### config.mk
export PLATFORM = sky130hd
export DESIGN_NAME = backend
export DESIGN_NICKNAME = d
export VERILOG_FILES = /design/src/design/isa_pkg.sv /design/src/design/pipe_pkg.sv /design/src/design/backend.sv /design/src/design/decoder.sv /design/src/design/dispatch.sv /design/src/design/execute.sv /design/src/design/mem_stage.sv /design/src/design/regfile.sv
export SDC_FILE = /design/constraint.sdc
export NUM_CORES = 2
export LEC_CHECK = 0
export ABC_CLOCK_PERIOD_IN_PS = 10450
export BUFFER_PORTS_ARGS = -buffer_cell sky130_fd_sc_hd__buf_4
export CORE_MARGIN = 8
export CORE_UTILIZATION = 55
export DETAILED_ROUTE_END_ITERATION = 6
export GPL_TIMING_DRIVEN = 1
export MAX_ROUTING_LAYER = met4
export PLACE_DENSITY = 0.76
export SYNTH_ARGS = -nofsm -noshare
export SYNTH_HDL_FRONTEND = slang
export SYNTH_SLANG_ARGS = --single-unit
### constraint.sdc
create_clock -name clk -period 10.45 [get_ports clk]
set_input_delay 1.045 -clock clk [delete_from_list [all_inputs] [get_ports clk]]
set_output_delay 1.045 -clock clk [all_outputs]
set_load 0.01 [all_outputs]
### src/design/isa_pkg.sv
package isa_pkg;

    // instruction fields
    localparam int OP_MSB = 31;
    localparam int OP_LSB = 28;
    localparam int RD_LSB = 24;
    localparam int RJ_LSB = 20;
    localparam int RK_LSB = 16;
    localparam int IMM_W  = 16;

    // unknown codes decode as nop
    typedef enum logic [3:0] {
        OP_NOP  = 4'h0,
        OP_ADD  = 4'h1,
        OP_SUB  = 4'h2,
        OP_AND  = 4'h3,
        OP_OR   = 4'h4,
        OP_XOR  = 4'h5,
        OP_ADDI = 4'h6,
        OP_LUI  = 4'h7,
        OP_LD   = 4'h8,
        OP_ST   = 4'h9,
        OP_BEQ  = 4'ha,
        OP_BNE  = 4'hb
    } op_e;

    typedef enum logic [2:0] {
        ALU_ADD = 3'd0,
        ALU_SUB = 3'd1,
        ALU_AND = 3'd2,
        ALU_OR  = 3'd3,
        ALU_XOR = 3'd4,
        ALU_LUI = 3'd5
    } alu_op_e;

endpackage

### src/design/pipe_pkg.sv
package pipe_pkg;

    // data and address width
    localparam int XLEN   = 32;
    localparam int NREG   = 16;
    localparam int REG_AW = 4;

    typedef enum logic [1:0] {
        IDLE   = 2'd0,
        SETUP  = 2'd1,
        ACCESS = 2'd2
    } apb_state_e;

endpackage

### src/design/backend.sv
`timescale 1ns/1ps

module backend (
    input  logic                        clk,
    input  logic                        arst_n_i,
    input  logic                        inst_valid_i,
    input  logic [pipe_pkg::XLEN-1:0]   inst_i,
    input  logic [pipe_pkg::XLEN-1:0]   pc_i,
    output logic                        inst_ready_o,
    output logic                        flush_o,
    output logic [pipe_pkg::XLEN-1:0]   redirect_pc_o,
    output logic                        psel_o, penable_o, pwrite_o,
    output logic [pipe_pkg::XLEN-1:0]   paddr_o, pwdata_o,
    input  logic [pipe_pkg::XLEN-1:0]   prdata_i,
    input  logic                        pready_i,
    output logic                        commit_valid_o,
    output logic [pipe_pkg::REG_AW-1:0] commit_rd_o,
    output logic                        commit_we_o,
    output logic [pipe_pkg::XLEN-1:0]   commit_data_o
);
    import isa_pkg::*;
    import pipe_pkg::*;

    // decode register
    logic              d_valid, d_we, d_load, d_store, d_branch, d_bne, d_imm_sel;
    logic [XLEN-1:0]   d_pc, d_imm;
    logic [REG_AW-1:0] d_rd, d_rj, d_rk;
    alu_op_e           d_alu_op;

    // dispatch register
    logic              x_valid, x_we, x_load, x_store, x_branch, x_bne, x_imm_sel;
    logic [XLEN-1:0]   x_pc, x_a, x_b, x_imm;
    logic [REG_AW-1:0] x_rd;
    alu_op_e           x_alu_op;

    // execute register
    logic              m_valid, m_we, m_load, m_store;
    logic [XLEN-1:0]   m_result, m_sdata;
    logic [REG_AW-1:0] m_rd;

    // forwarding, regfile and pause
    logic              ex_fwd_we, ex_is_load, mem_fwd_we, stall, mem_busy, wb_valid, wb_we;
    logic [REG_AW-1:0] ex_fwd_rd, mem_fwd_rd, ra1, ra2, wb_rd;
    logic [XLEN-1:0]   ex_fwd_data, mem_fwd_data, rd1, rd2, wb_data;

    decoder u_decoder (
        .clk, .arst_n_i,
        .inst_valid_i, .inst_i, .pc_i,
        .stall_i(stall), .flush_i(flush_o), .inst_ready_o,
        .d_valid_o(d_valid), .d_pc_o(d_pc), .d_alu_op_o(d_alu_op),
        .d_rd_o(d_rd), .d_rj_o(d_rj), .d_rk_o(d_rk), .d_imm_o(d_imm),
        .d_we_o(d_we), .d_load_o(d_load), .d_store_o(d_store),
        .d_branch_o(d_branch), .d_bne_o(d_bne), .d_imm_sel_o(d_imm_sel)
    );

    dispatch u_dispatch (
        .clk, .arst_n_i,
        .d_valid_i(d_valid), .d_pc_i(d_pc), .d_alu_op_i(d_alu_op),
        .d_rd_i(d_rd), .d_rj_i(d_rj), .d_rk_i(d_rk), .d_imm_i(d_imm),
        .d_we_i(d_we), .d_load_i(d_load), .d_store_i(d_store),
        .d_branch_i(d_branch), .d_bne_i(d_bne), .d_imm_sel_i(d_imm_sel),
        .ra1_o(ra1), .ra2_o(ra2), .rd1_i(rd1), .rd2_i(rd2),
        .ex_fwd_we_i(ex_fwd_we), .ex_fwd_rd_i(ex_fwd_rd),
        .ex_fwd_data_i(ex_fwd_data), .ex_is_load_i(ex_is_load),
        .mem_fwd_we_i(mem_fwd_we), .mem_fwd_rd_i(mem_fwd_rd),
        .mem_fwd_data_i(mem_fwd_data),
        .mem_busy_i(mem_busy), .flush_i(flush_o), .stall_o(stall),
        .x_valid_o(x_valid), .x_pc_o(x_pc), .x_alu_op_o(x_alu_op), .x_rd_o(x_rd),
        .x_a_o(x_a), .x_b_o(x_b), .x_imm_o(x_imm),
        .x_we_o(x_we), .x_load_o(x_load), .x_store_o(x_store),
        .x_branch_o(x_branch), .x_bne_o(x_bne), .x_imm_sel_o(x_imm_sel)
    );

    regfile u_regfile (
        .clk, .arst_n_i,
        .ra1_i(ra1), .ra2_i(ra2), .rd1_o(rd1), .rd2_o(rd2),
        .we_i(wb_we), .wa_i(wb_rd), .wd_i(wb_data)
    );

    execute u_execute (
        .clk, .arst_n_i,
        .x_valid_i(x_valid), .x_pc_i(x_pc), .x_alu_op_i(x_alu_op), .x_rd_i(x_rd),
        .x_a_i(x_a), .x_b_i(x_b), .x_imm_i(x_imm),
        .x_we_i(x_we), .x_load_i(x_load), .x_store_i(x_store),
        .x_branch_i(x_branch), .x_bne_i(x_bne), .x_imm_sel_i(x_imm_sel),
        .mem_busy_i(mem_busy),
        .ex_fwd_we_o(ex_fwd_we), .ex_fwd_rd_o(ex_fwd_rd),
        .ex_fwd_data_o(ex_fwd_data), .ex_is_load_o(ex_is_load),
        .flush_o, .redirect_pc_o,
        .m_valid_o(m_valid), .m_rd_o(m_rd),
        .m_we_o(m_we), .m_load_o(m_load), .m_store_o(m_store),
        .m_result_o(m_result), .m_sdata_o(m_sdata)
    );

    mem_stage u_mem_stage (
        .clk, .arst_n_i,
        .m_valid_i(m_valid), .m_rd_i(m_rd),
        .m_we_i(m_we), .m_load_i(m_load), .m_store_i(m_store),
        .m_result_i(m_result), .m_sdata_i(m_sdata),
        .psel_o, .penable_o, .pwrite_o, .paddr_o, .pwdata_o,
        .prdata_i, .pready_i,
        .mem_busy_o(mem_busy),
        .mem_fwd_we_o(mem_fwd_we), .mem_fwd_rd_o(mem_fwd_rd),
        .mem_fwd_data_o(mem_fwd_data),
        .wb_valid_o(wb_valid), .wb_we_o(wb_we), .wb_rd_o(wb_rd), .wb_data_o(wb_data)
    );

    // retire port mirrors the writeback register
    assign commit_valid_o = wb_valid;
    assign commit_we_o    = wb_we;
    assign commit_rd_o    = wb_rd;
    assign commit_data_o  = wb_data;

endmodule

### src/design/decoder.sv
`timescale 1ns/1ps

module decoder (
    input  logic                        clk,
    input  logic                        arst_n_i,
    input  logic                        inst_valid_i,
    input  logic [pipe_pkg::XLEN-1:0]   inst_i,
    input  logic [pipe_pkg::XLEN-1:0]   pc_i,
    input  logic                        stall_i,
    input  logic                        flush_i,
    output logic                        inst_ready_o,
    output logic                        d_valid_o,
    output logic [pipe_pkg::XLEN-1:0]   d_pc_o,
    output isa_pkg::alu_op_e            d_alu_op_o,
    output logic [pipe_pkg::REG_AW-1:0] d_rd_o, d_rj_o, d_rk_o,
    output logic [pipe_pkg::XLEN-1:0]   d_imm_o,
    output logic                        d_we_o, d_load_o, d_store_o,
    output logic                        d_branch_o, d_bne_o, d_imm_sel_o
);
    import isa_pkg::*;
    import pipe_pkg::*;

    op_e     op;
    alu_op_e alu_op;
    logic    we, load, store, branch, imm_sel, use_rj, use_rk;

    assign op = op_e'(inst_i[OP_MSB:OP_LSB]);
    assign inst_ready_o = ~stall_i;

    always_comb begin
        case (op)
            OP_SUB:  alu_op = ALU_SUB;
            OP_AND:  alu_op = ALU_AND;
            OP_OR:   alu_op = ALU_OR;
            OP_XOR:  alu_op = ALU_XOR;
            OP_LUI:  alu_op = ALU_LUI;
            default: alu_op = ALU_ADD;
        endcase
    end

    // unused source fields read as r0 so they never match a hazard
    always_comb begin
        we      = 1'b0;
        load    = 1'b0;
        store   = 1'b0;
        branch  = 1'b0;
        imm_sel = 1'b0;
        use_rj  = 1'b1;
        use_rk  = 1'b0;
        case (op)
            OP_ADD, OP_SUB, OP_AND, OP_OR, OP_XOR: begin
                we     = 1'b1;
                use_rk = 1'b1;
            end
            OP_ADDI: begin
                we      = 1'b1;
                imm_sel = 1'b1;
            end
            OP_LUI: begin
                we      = 1'b1;
                imm_sel = 1'b1;
                use_rj  = 1'b0;
            end
            OP_LD: begin
                we      = 1'b1;
                load    = 1'b1;
                imm_sel = 1'b1;
            end
            OP_ST: begin
                store   = 1'b1;
                imm_sel = 1'b1;
                use_rk  = 1'b1;
            end
            OP_BEQ, OP_BNE: begin
                branch = 1'b1;
                use_rk = 1'b1;
            end
            default: use_rj = 1'b0;
        endcase
    end

    always_ff @(posedge clk or negedge arst_n_i) begin
        if (!arst_n_i) begin
            d_valid_o <= 1'b0;
        end else if (flush_i) begin
            d_valid_o <= 1'b0;
        end else if (!stall_i) begin
            d_valid_o <= inst_valid_i;
        end
    end

    always_ff @(posedge clk) begin
        if (!stall_i) begin
            d_pc_o      <= pc_i;
            d_alu_op_o  <= alu_op;
            d_rd_o      <= inst_i[RD_LSB +: REG_AW];
            d_rj_o      <= use_rj ? inst_i[RJ_LSB +: REG_AW] : '0;
            d_rk_o      <= use_rk ? inst_i[RK_LSB +: REG_AW] : '0;
            d_imm_o     <= {{(XLEN-IMM_W){inst_i[IMM_W-1]}}, inst_i[IMM_W-1:0]};
            d_we_o      <= we;
            d_load_o    <= load;
            d_store_o   <= store;
            d_branch_o  <= branch;
            d_bne_o     <= (op == OP_BNE);
            d_imm_sel_o <= imm_sel;
        end
    end

endmodule

### src/design/dispatch.sv
`timescale 1ns/1ps

module dispatch (
    input  logic                        clk,
    input  logic                        arst_n_i,
    input  logic                        d_valid_i,
    input  logic [pipe_pkg::XLEN-1:0]   d_pc_i,
    input  isa_pkg::alu_op_e            d_alu_op_i,
    input  logic [pipe_pkg::REG_AW-1:0] d_rd_i, d_rj_i, d_rk_i,
    input  logic [pipe_pkg::XLEN-1:0]   d_imm_i,
    input  logic                        d_we_i, d_load_i, d_store_i,
    input  logic                        d_branch_i, d_bne_i, d_imm_sel_i,
    output logic [pipe_pkg::REG_AW-1:0] ra1_o, ra2_o,
    input  logic [pipe_pkg::XLEN-1:0]   rd1_i, rd2_i,
    input  logic                        ex_fwd_we_i,
    input  logic [pipe_pkg::REG_AW-1:0] ex_fwd_rd_i,
    input  logic [pipe_pkg::XLEN-1:0]   ex_fwd_data_i,
    input  logic                        ex_is_load_i,
    input  logic                        mem_fwd_we_i,
    input  logic [pipe_pkg::REG_AW-1:0] mem_fwd_rd_i,
    input  logic [pipe_pkg::XLEN-1:0]   mem_fwd_data_i,
    input  logic                        mem_busy_i,
    input  logic                        flush_i,
    output logic                        stall_o,
    output logic                        x_valid_o,
    output logic [pipe_pkg::XLEN-1:0]   x_pc_o,
    output isa_pkg::alu_op_e            x_alu_op_o,
    output logic [pipe_pkg::REG_AW-1:0] x_rd_o,
    output logic [pipe_pkg::XLEN-1:0]   x_a_o, x_b_o, x_imm_o,
    output logic                        x_we_o, x_load_o, x_store_o,
    output logic                        x_branch_o, x_bne_o, x_imm_sel_o
);
    import pipe_pkg::*;

    logic            load_use;
    logic [XLEN-1:0] a_val, b_val;

    // youngest producer wins, the regfile covers writeback
    function automatic logic [XLEN-1:0] operand(input logic [REG_AW-1:0] ra,
                                                input logic [XLEN-1:0]   rf_val);
        if (ra != '0 && ex_fwd_we_i && ex_fwd_rd_i == ra) begin
            return ex_fwd_data_i;
        end
        if (ra != '0 && mem_fwd_we_i && mem_fwd_rd_i == ra) begin
            return mem_fwd_data_i;
        end
        return rf_val;
    endfunction

    assign ra1_o = d_rj_i;
    assign ra2_o = d_rk_i;

    always_comb begin
        a_val = operand(d_rj_i, rd1_i);
        b_val = operand(d_rk_i, rd2_i);
    end

    // load in execute has no data yet
    assign load_use = d_valid_i & ex_is_load_i & (ex_fwd_rd_i != '0)
                    & ((ex_fwd_rd_i == d_rj_i) | (ex_fwd_rd_i == d_rk_i));
    assign stall_o  = mem_busy_i | load_use;

    always_ff @(posedge clk or negedge arst_n_i) begin
        if (!arst_n_i) begin
            x_valid_o <= 1'b0;
        end else if (flush_i || (load_use && !mem_busy_i)) begin
            x_valid_o <= 1'b0;
        end else if (!mem_busy_i) begin
            x_valid_o <= d_valid_i;
        end
    end

    always_ff @(posedge clk) begin
        if (!stall_o) begin
            x_pc_o      <= d_pc_i;
            x_alu_op_o  <= d_alu_op_i;
            x_rd_o      <= d_rd_i;
            x_a_o       <= a_val;
            x_b_o       <= b_val;
            x_imm_o     <= d_imm_i;
            x_we_o      <= d_we_i;
            x_load_o    <= d_load_i;
            x_store_o   <= d_store_i;
            x_branch_o  <= d_branch_i;
            x_bne_o     <= d_bne_i;
            x_imm_sel_o <= d_imm_sel_i;
        end
    end

endmodule

### src/design/execute.sv
`timescale 1ns/1ps

module execute (
    input  logic                        clk,
    input  logic                        arst_n_i,
    input  logic                        x_valid_i,
    input  logic [pipe_pkg::XLEN-1:0]   x_pc_i,
    input  isa_pkg::alu_op_e            x_alu_op_i,
    input  logic [pipe_pkg::REG_AW-1:0] x_rd_i,
    input  logic [pipe_pkg::XLEN-1:0]   x_a_i, x_b_i, x_imm_i,
    input  logic                        x_we_i, x_load_i, x_store_i,
    input  logic                        x_branch_i, x_bne_i, x_imm_sel_i,
    input  logic                        mem_busy_i,
    output logic                        ex_fwd_we_o,
    output logic [pipe_pkg::REG_AW-1:0] ex_fwd_rd_o,
    output logic [pipe_pkg::XLEN-1:0]   ex_fwd_data_o,
    output logic                        ex_is_load_o,
    output logic                        flush_o,
    output logic [pipe_pkg::XLEN-1:0]   redirect_pc_o,
    output logic                        m_valid_o,
    output logic [pipe_pkg::REG_AW-1:0] m_rd_o,
    output logic                        m_we_o, m_load_o, m_store_o,
    output logic [pipe_pkg::XLEN-1:0]   m_result_o, m_sdata_o
);
    import isa_pkg::*;
    import pipe_pkg::*;

    logic [XLEN-1:0] op2, result;
    logic            taken;

    assign op2 = x_imm_sel_i ? x_imm_i : x_b_i;

    // loads and stores use the add path for their address
    always_comb begin
        case (x_alu_op_i)
            ALU_SUB: result = x_a_i - op2;
            ALU_AND: result = x_a_i & op2;
            ALU_OR:  result = x_a_i | op2;
            ALU_XOR: result = x_a_i ^ op2;
            ALU_LUI: result = op2 << 16;
            default: result = x_a_i + op2;
        endcase
    end

    assign taken = x_valid_i & x_branch_i & ((x_a_i == x_b_i) ^ x_bne_i);
    // branch waits in execute while memory is busy, so flush fires once
    assign flush_o       = taken & ~mem_busy_i;
    assign redirect_pc_o = x_pc_i + (x_imm_i << 2);

    assign ex_fwd_we_o   = x_valid_i & x_we_i;
    assign ex_fwd_rd_o   = x_rd_i;
    assign ex_fwd_data_o = result;
    assign ex_is_load_o  = x_valid_i & x_load_i;

    always_ff @(posedge clk or negedge arst_n_i) begin
        if (!arst_n_i) begin
            m_valid_o <= 1'b0;
        end else if (!mem_busy_i) begin
            m_valid_o <= x_valid_i;
        end
    end

    always_ff @(posedge clk) begin
        if (!mem_busy_i) begin
            m_rd_o     <= x_rd_i;
            m_we_o     <= x_we_i;
            m_load_o   <= x_load_i;
            m_store_o  <= x_store_i;
            m_result_o <= result;
            m_sdata_o  <= x_b_i;
        end
    end

endmodule

### src/design/mem_stage.sv
`timescale 1ns/1ps

module mem_stage (
    input  logic                        clk,
    input  logic                        arst_n_i,
    input  logic                        m_valid_i,
    input  logic [pipe_pkg::REG_AW-1:0] m_rd_i,
    input  logic                        m_we_i, m_load_i, m_store_i,
    input  logic [pipe_pkg::XLEN-1:0]   m_result_i, m_sdata_i,
    output logic                        psel_o, penable_o, pwrite_o,
    output logic [pipe_pkg::XLEN-1:0]   paddr_o, pwdata_o,
    input  logic [pipe_pkg::XLEN-1:0]   prdata_i,
    input  logic                        pready_i,
    output logic                        mem_busy_o,
    output logic                        mem_fwd_we_o,
    output logic [pipe_pkg::REG_AW-1:0] mem_fwd_rd_o,
    output logic [pipe_pkg::XLEN-1:0]   mem_fwd_data_o,
    output logic                        wb_valid_o, wb_we_o,
    output logic [pipe_pkg::REG_AW-1:0] wb_rd_o,
    output logic [pipe_pkg::XLEN-1:0]   wb_data_o
);
    import pipe_pkg::*;

    apb_state_e      state, state_nxt;
    logic            mem_op, done;
    logic [XLEN-1:0] result;

    assign mem_op     = m_valid_i & (m_load_i | m_store_i);
    assign done       = (state == ACCESS) & pready_i;
    assign mem_busy_o = mem_op & ~done;
    assign result     = m_load_i ? prdata_i : m_result_i;

    always_comb begin
        state_nxt = state;
        case (state)
            IDLE:    if (mem_op) state_nxt = SETUP;
            SETUP:   state_nxt = ACCESS;
            ACCESS:  if (pready_i) state_nxt = IDLE;
            default: state_nxt = IDLE;
        endcase
    end

    // execute register is held during the transfer, so the bus stays stable
    assign psel_o    = (state != IDLE);
    assign penable_o = (state == ACCESS);
    assign pwrite_o  = m_store_i;
    assign paddr_o   = m_result_i;
    assign pwdata_o  = m_sdata_i;

    // a load forwards only on its completing cycle
    assign mem_fwd_we_o   = m_valid_i & m_we_i & (~m_load_i | done);
    assign mem_fwd_rd_o   = m_rd_i;
    assign mem_fwd_data_o = result;

    always_ff @(posedge clk or negedge arst_n_i) begin
        if (!arst_n_i) begin
            state      <= IDLE;
            wb_valid_o <= 1'b0;
            wb_we_o    <= 1'b0;
        end else begin
            state      <= state_nxt;
            wb_valid_o <= m_valid_i & ~mem_busy_o;
            wb_we_o    <= m_valid_i & m_we_i & ~mem_busy_o;
        end
    end

    always_ff @(posedge clk) begin
        if (!mem_busy_o) begin
            wb_rd_o   <= m_rd_i;
            wb_data_o <= result;
        end
    end

endmodule

### src/design/regfile.sv
`timescale 1ns/1ps

module regfile (
    input  logic                        clk,
    input  logic                        arst_n_i,
    input  logic [pipe_pkg::REG_AW-1:0] ra1_i, ra2_i,
    output logic [pipe_pkg::XLEN-1:0]   rd1_o, rd2_o,
    input  logic                        we_i,
    input  logic [pipe_pkg::REG_AW-1:0] wa_i,
    input  logic [pipe_pkg::XLEN-1:0]   wd_i
);
    import pipe_pkg::*;

    logic [XLEN-1:0] regs [NREG];

    always_ff @(posedge clk or negedge arst_n_i) begin
        if (!arst_n_i) begin
            for (int i = 0; i < NREG; i++) begin
                regs[i] <= '0;
            end
        end else if (we_i && wa_i != '0) begin
            regs[wa_i] <= wd_i;
        end
    end

    // r0 hardwired, same-cycle write bypasses the array
    assign rd1_o = (ra1_i == '0) ? '0 : (we_i && wa_i == ra1_i) ? wd_i : regs[ra1_i];
    assign rd2_o = (ra2_i == '0) ? '0 : (we_i && wa_i == ra2_i) ? wd_i : regs[ra2_i];

endmodule

==> qor.yml <==
outcome:
  status: "complete, no violations"
synth:
  synth_area_sq_um: 45590
  synth_top_area_cell: "dfrtp_1"
  yosysUniqueCellTypes: 82
  synth_area_leaders: "dfrtp_1 28%, edfxtp_1 20%, mux4_2 16%"
  postSynthAreaPerCell_sq_um: 13.89
  yosysWarnings: 0
  synth_edf_count: 301
  syn_inst: 3282
  synth-seq-area-share_pct: 48.31
  synth_flop_cell: "dfrtp_1"
  ys_ff_latch: 820
  synth_top_area_share_pct: 28.49
  synth_nets: 3509
  async_flop_share_pct: 63.29
timing:
  worst_slew_pin_slew_ns: 1.119
  slew_headroom_pct: 24.63
  max_freq_ghz: 0.1744
  worst_slack_ns: 4.715
  period_share_pct: 54.88
  whs_ns: 0.3866
  slew_violations: 0
  min_period_ns: 5.735
  hold_viol: 0
  setup-violations-final: 0
  clock_skew_ns: 0.02570
  fin_tns_setup_ns: 0
  rsz0062_at_grt: "no"
grt:
  grt_pass1_wl_um: 206500
  overflow: 0
  met1_usage_pct: 40.57
  grt_pass1_vias: 31070
  antenna_found_initial: 1
  use_met2_pct: 44.94
  grtUsageMet3_pct: 7.830
  grt_most_used_layer: "met2"
  grt_max_degree: 160
  grtUsageTotal_pct: 30.19
worst_setup_path:
  arrival_ns: 6.21
  critPathTopFamily: "compound AO/OA/AOI/OAI gates"
  max_stage_delay_ns: 0.57
  crit_buf_inv: 2
  crit_chain: "buf_4 > mux2i_1 > ha_1 > o21ai_0 > buf_4 > nor4_2 > and3_1 > and3_2 > o2111ai_2 > o21ai_2 > xnor2_1 > ha_1 > nand3_1 > or3_1 > a211o_1 > a2111oi_0 > a211oi_2 > o22ai_1"
  path_class: "reg -> reg"
  worstRegToRegCells: 18
  critPathRequiredTime_ns: 10.93
  crit_fanout: 41
  crit_slowest_cell: "a2111oi_0"
  timing.rr.start: "u_dispatch.x_imm_sel_o$_DFFE_PP_"
  start_kind: "register"
  r2r_end: "u_dispatch.x_b_o[31]$_DFFE_PP_"
  crit_path_end_kind: "register"
  r2r_setup_slack_ns: 4.71
floorplanning:
  ios: 239
  die_x_um: 303.9
  fp.dieH_um: 303.9
  die_area_sq_um: 92360
  core_area_sq_um: 82110
  start_util_pct: 55.52
  row_count: 105
clock_tree:
  cts_buffers: 90
  cts_tree: "done"
  ctsResizeCount: 0
  cts.path.max_buffers: 3
  clkTransAtPathRegs_ns: 0.06
  numClockSinks: 820
  post_cts_buffers: 0
  postCtsHoldBufs: 0
  htree_levels: 3
  clk_latency_ns: 0.66
  cts_root_buffer: "clkbuf_16"
route:
  wl_per_cell_um: 30.21
  via_per_inst: 6.712
  vias: 30570
  drtPass1Iterations: 6
  drc: 0
  ant_nets: 0
  dr.first_iter.drc_count: 3169
  routed_wl_um: 137600
placed_design:
  preCtsSetupSlack_ns: 4.823
  dp_hpwl_um: 89030
  dp_cells: 4384
  gp_congestion: 0.9950
  port_buffers: 238
run:
  maxCapViolCount: 0
finish:
  drive_gt1_share_pct: 39.87
  num-fill-cells: 6033
  stdcell_count: 4555
  fin_nets: 3633
  syn2layout_area_growth_pct: 12.48
worst_hold_path:
  hold_class: "in -> async"
==> area by class of cell <==
| cell class | count | area [sq um] | area share [%] |
|---|---|---|---|
| Multi-Input combinational cell | 2086 | 22130 | 43.15 |
| Sequential cell | 820 | 22030 | 42.95 |
| Clock buffer | 132 | 2631 | 5.131 |
| Timing Repair Buffer | 306 | 2342 | 4.567 |
| Tap cell | 1070 | 1339 | 2.611 |
| Clock inverter | 38 | 429.2 | 0.8369 |
| Inverter | 102 | 385.4 | 0.7515 |
| Antenna cell | 1 | 2.502 | 0.004880 |
==> cell usage in the layout, fill, tap and decap left out, types with 92 or more instances in the layout <==
cell / instances
mux2_2: 542
dfrtp_1: 519
mux4_2: 320
buf_4: 302
edfxtp_1: 301
a21oi_1: 138
nor2_1: 130
nand2_1: 127
ha_1: 125
inv_1: 99
o21ai_0: 92
==> worst max-delay path by stage <==
stage,startpoint,to,slack (ns),cells after the start
global route,u_dispatch.x_imm_sel_o$_DFFE_PP_,u_dispatch.x_b_o[31]$_DFFE_PP_,4.38,19
CTS,u_dispatch.x_imm_sel_o$_DFFE_PP_,u_dispatch.x_a_o[30]$_DFFE_PP_,4.81,18
detailed placement,u_dispatch.x_imm_sel_o$_DFFE_PP_,u_dispatch.x_a_o[30]$_DFFE_PP_,4.82,18
finish,u_dispatch.x_imm_sel_o$_DFFE_PP_,u_dispatch.x_b_o[31]$_DFFE_PP_,4.71,18
floorplan,u_decoder.d_rj_o[1]$_SDFFCE_PN0P_,inst_ready_o,3.09,7
global placement,u_dispatch.x_imm_sel_o$_DFFE_PP_,u_dispatch.x_a_o[30]$_DFFE_PP_,4.88,19
==> state kept, by name (all words and copies together) (netlist names), 16 cells and up <==
name / cells
u_regfile.regs: 512
u_decoder.d_pc_o: 32
u_dispatch.x_a_o: 32
u_dispatch.x_b_o: 32
u_dispatch.x_pc_o: 32
u_execute.m_result_o: 32
u_execute.m_sdata_o: 32
u_mem_stage.wb_data_o: 32
u_decoder.d_imm_o: 16
u_dispatch.x_imm_o: 16
==> synthesized netlist by cell type, types with 8 or more instances <==
library cell	n
nor2_1	141
a21o_1	28
a211oi_1	17
o21a_1	18
nand4_1	8
mux4_2	320
nor4_1	18
xor2_1	61
nand3_1	19
a31oi_1	13
mux2i_1	51
a221oi_1	11
and2_1	16
a22oi_1	10
a21oi_1	138
mux2_2	542
dfrtp_1	519
o21bai_1	13
nand2b_1	9
o211ai_1	9
nor2b_1	15
o221ai_1	9
buf_2	32
o21ai_0	92
clkbuf_1	190
a221o_1	12
buf_1	31
buf_4	8
a221oi_2	23
nor3_1	22
inv_1	100
and3_1	13
xnor2_1	73
edfxtp_1	301
or3_1	12
o22ai_1	24
buf_6	13
nand2_1	128
ha_1	125
==> metrics by stage <==
step	util (%)	area [sq um]
4_1_cts	62.45	51280
3_3_place_gp	58.72	48220
5_1_grt	62.45	51280
2_1_floorplan	-	45590
3_5_place_dp	58.72	48220
6_report	62.45	51280
==> metal layers <==
| metal | vias up | wire, um | part of all wire (%) |
|---|---|---|---|
| met2 | 1649 | 62720 | 46 |
| met4 | 0 | 5027 | 3.7 |
| met1 | 15830 | 56090 | 41 |
| met3 | 299 | 13750 | 10 |
| met5 | - | 0 | 0 |
| li1 | 12790 | - | - |
==> kinds of logic after synthesis <==
kind of cell,count (synthesis),share of synthesized area (%)
flip-flops,820,48.31
adder cells (fa/ha/maj),127,3.518
AO/OA/AOI/OAI,470,7.015
multiplexers,919,30.51
AND/OR/NAND/NOR,436,4.602
buffers and inverters,376,3.463
XOR/XNOR,134,2.574
==> worst reg2reg max path: cells and delay by family, from the launching register on <==
kind / cells / cell delay [ns]
buf+inv: 2 / 0.68
flops: 1 / 0.32
compound gates: 7 / 1.62
mux: 1 / 0.54
xor+xnor: 1 / 0.09
simple gates: 5 / 1.61
fa+ha+maj: 2 / 0.72
Power is left out: the tool's default activity adds up to more than one toggle a clock period on the data nets, which glitch-free logic cannot reach.
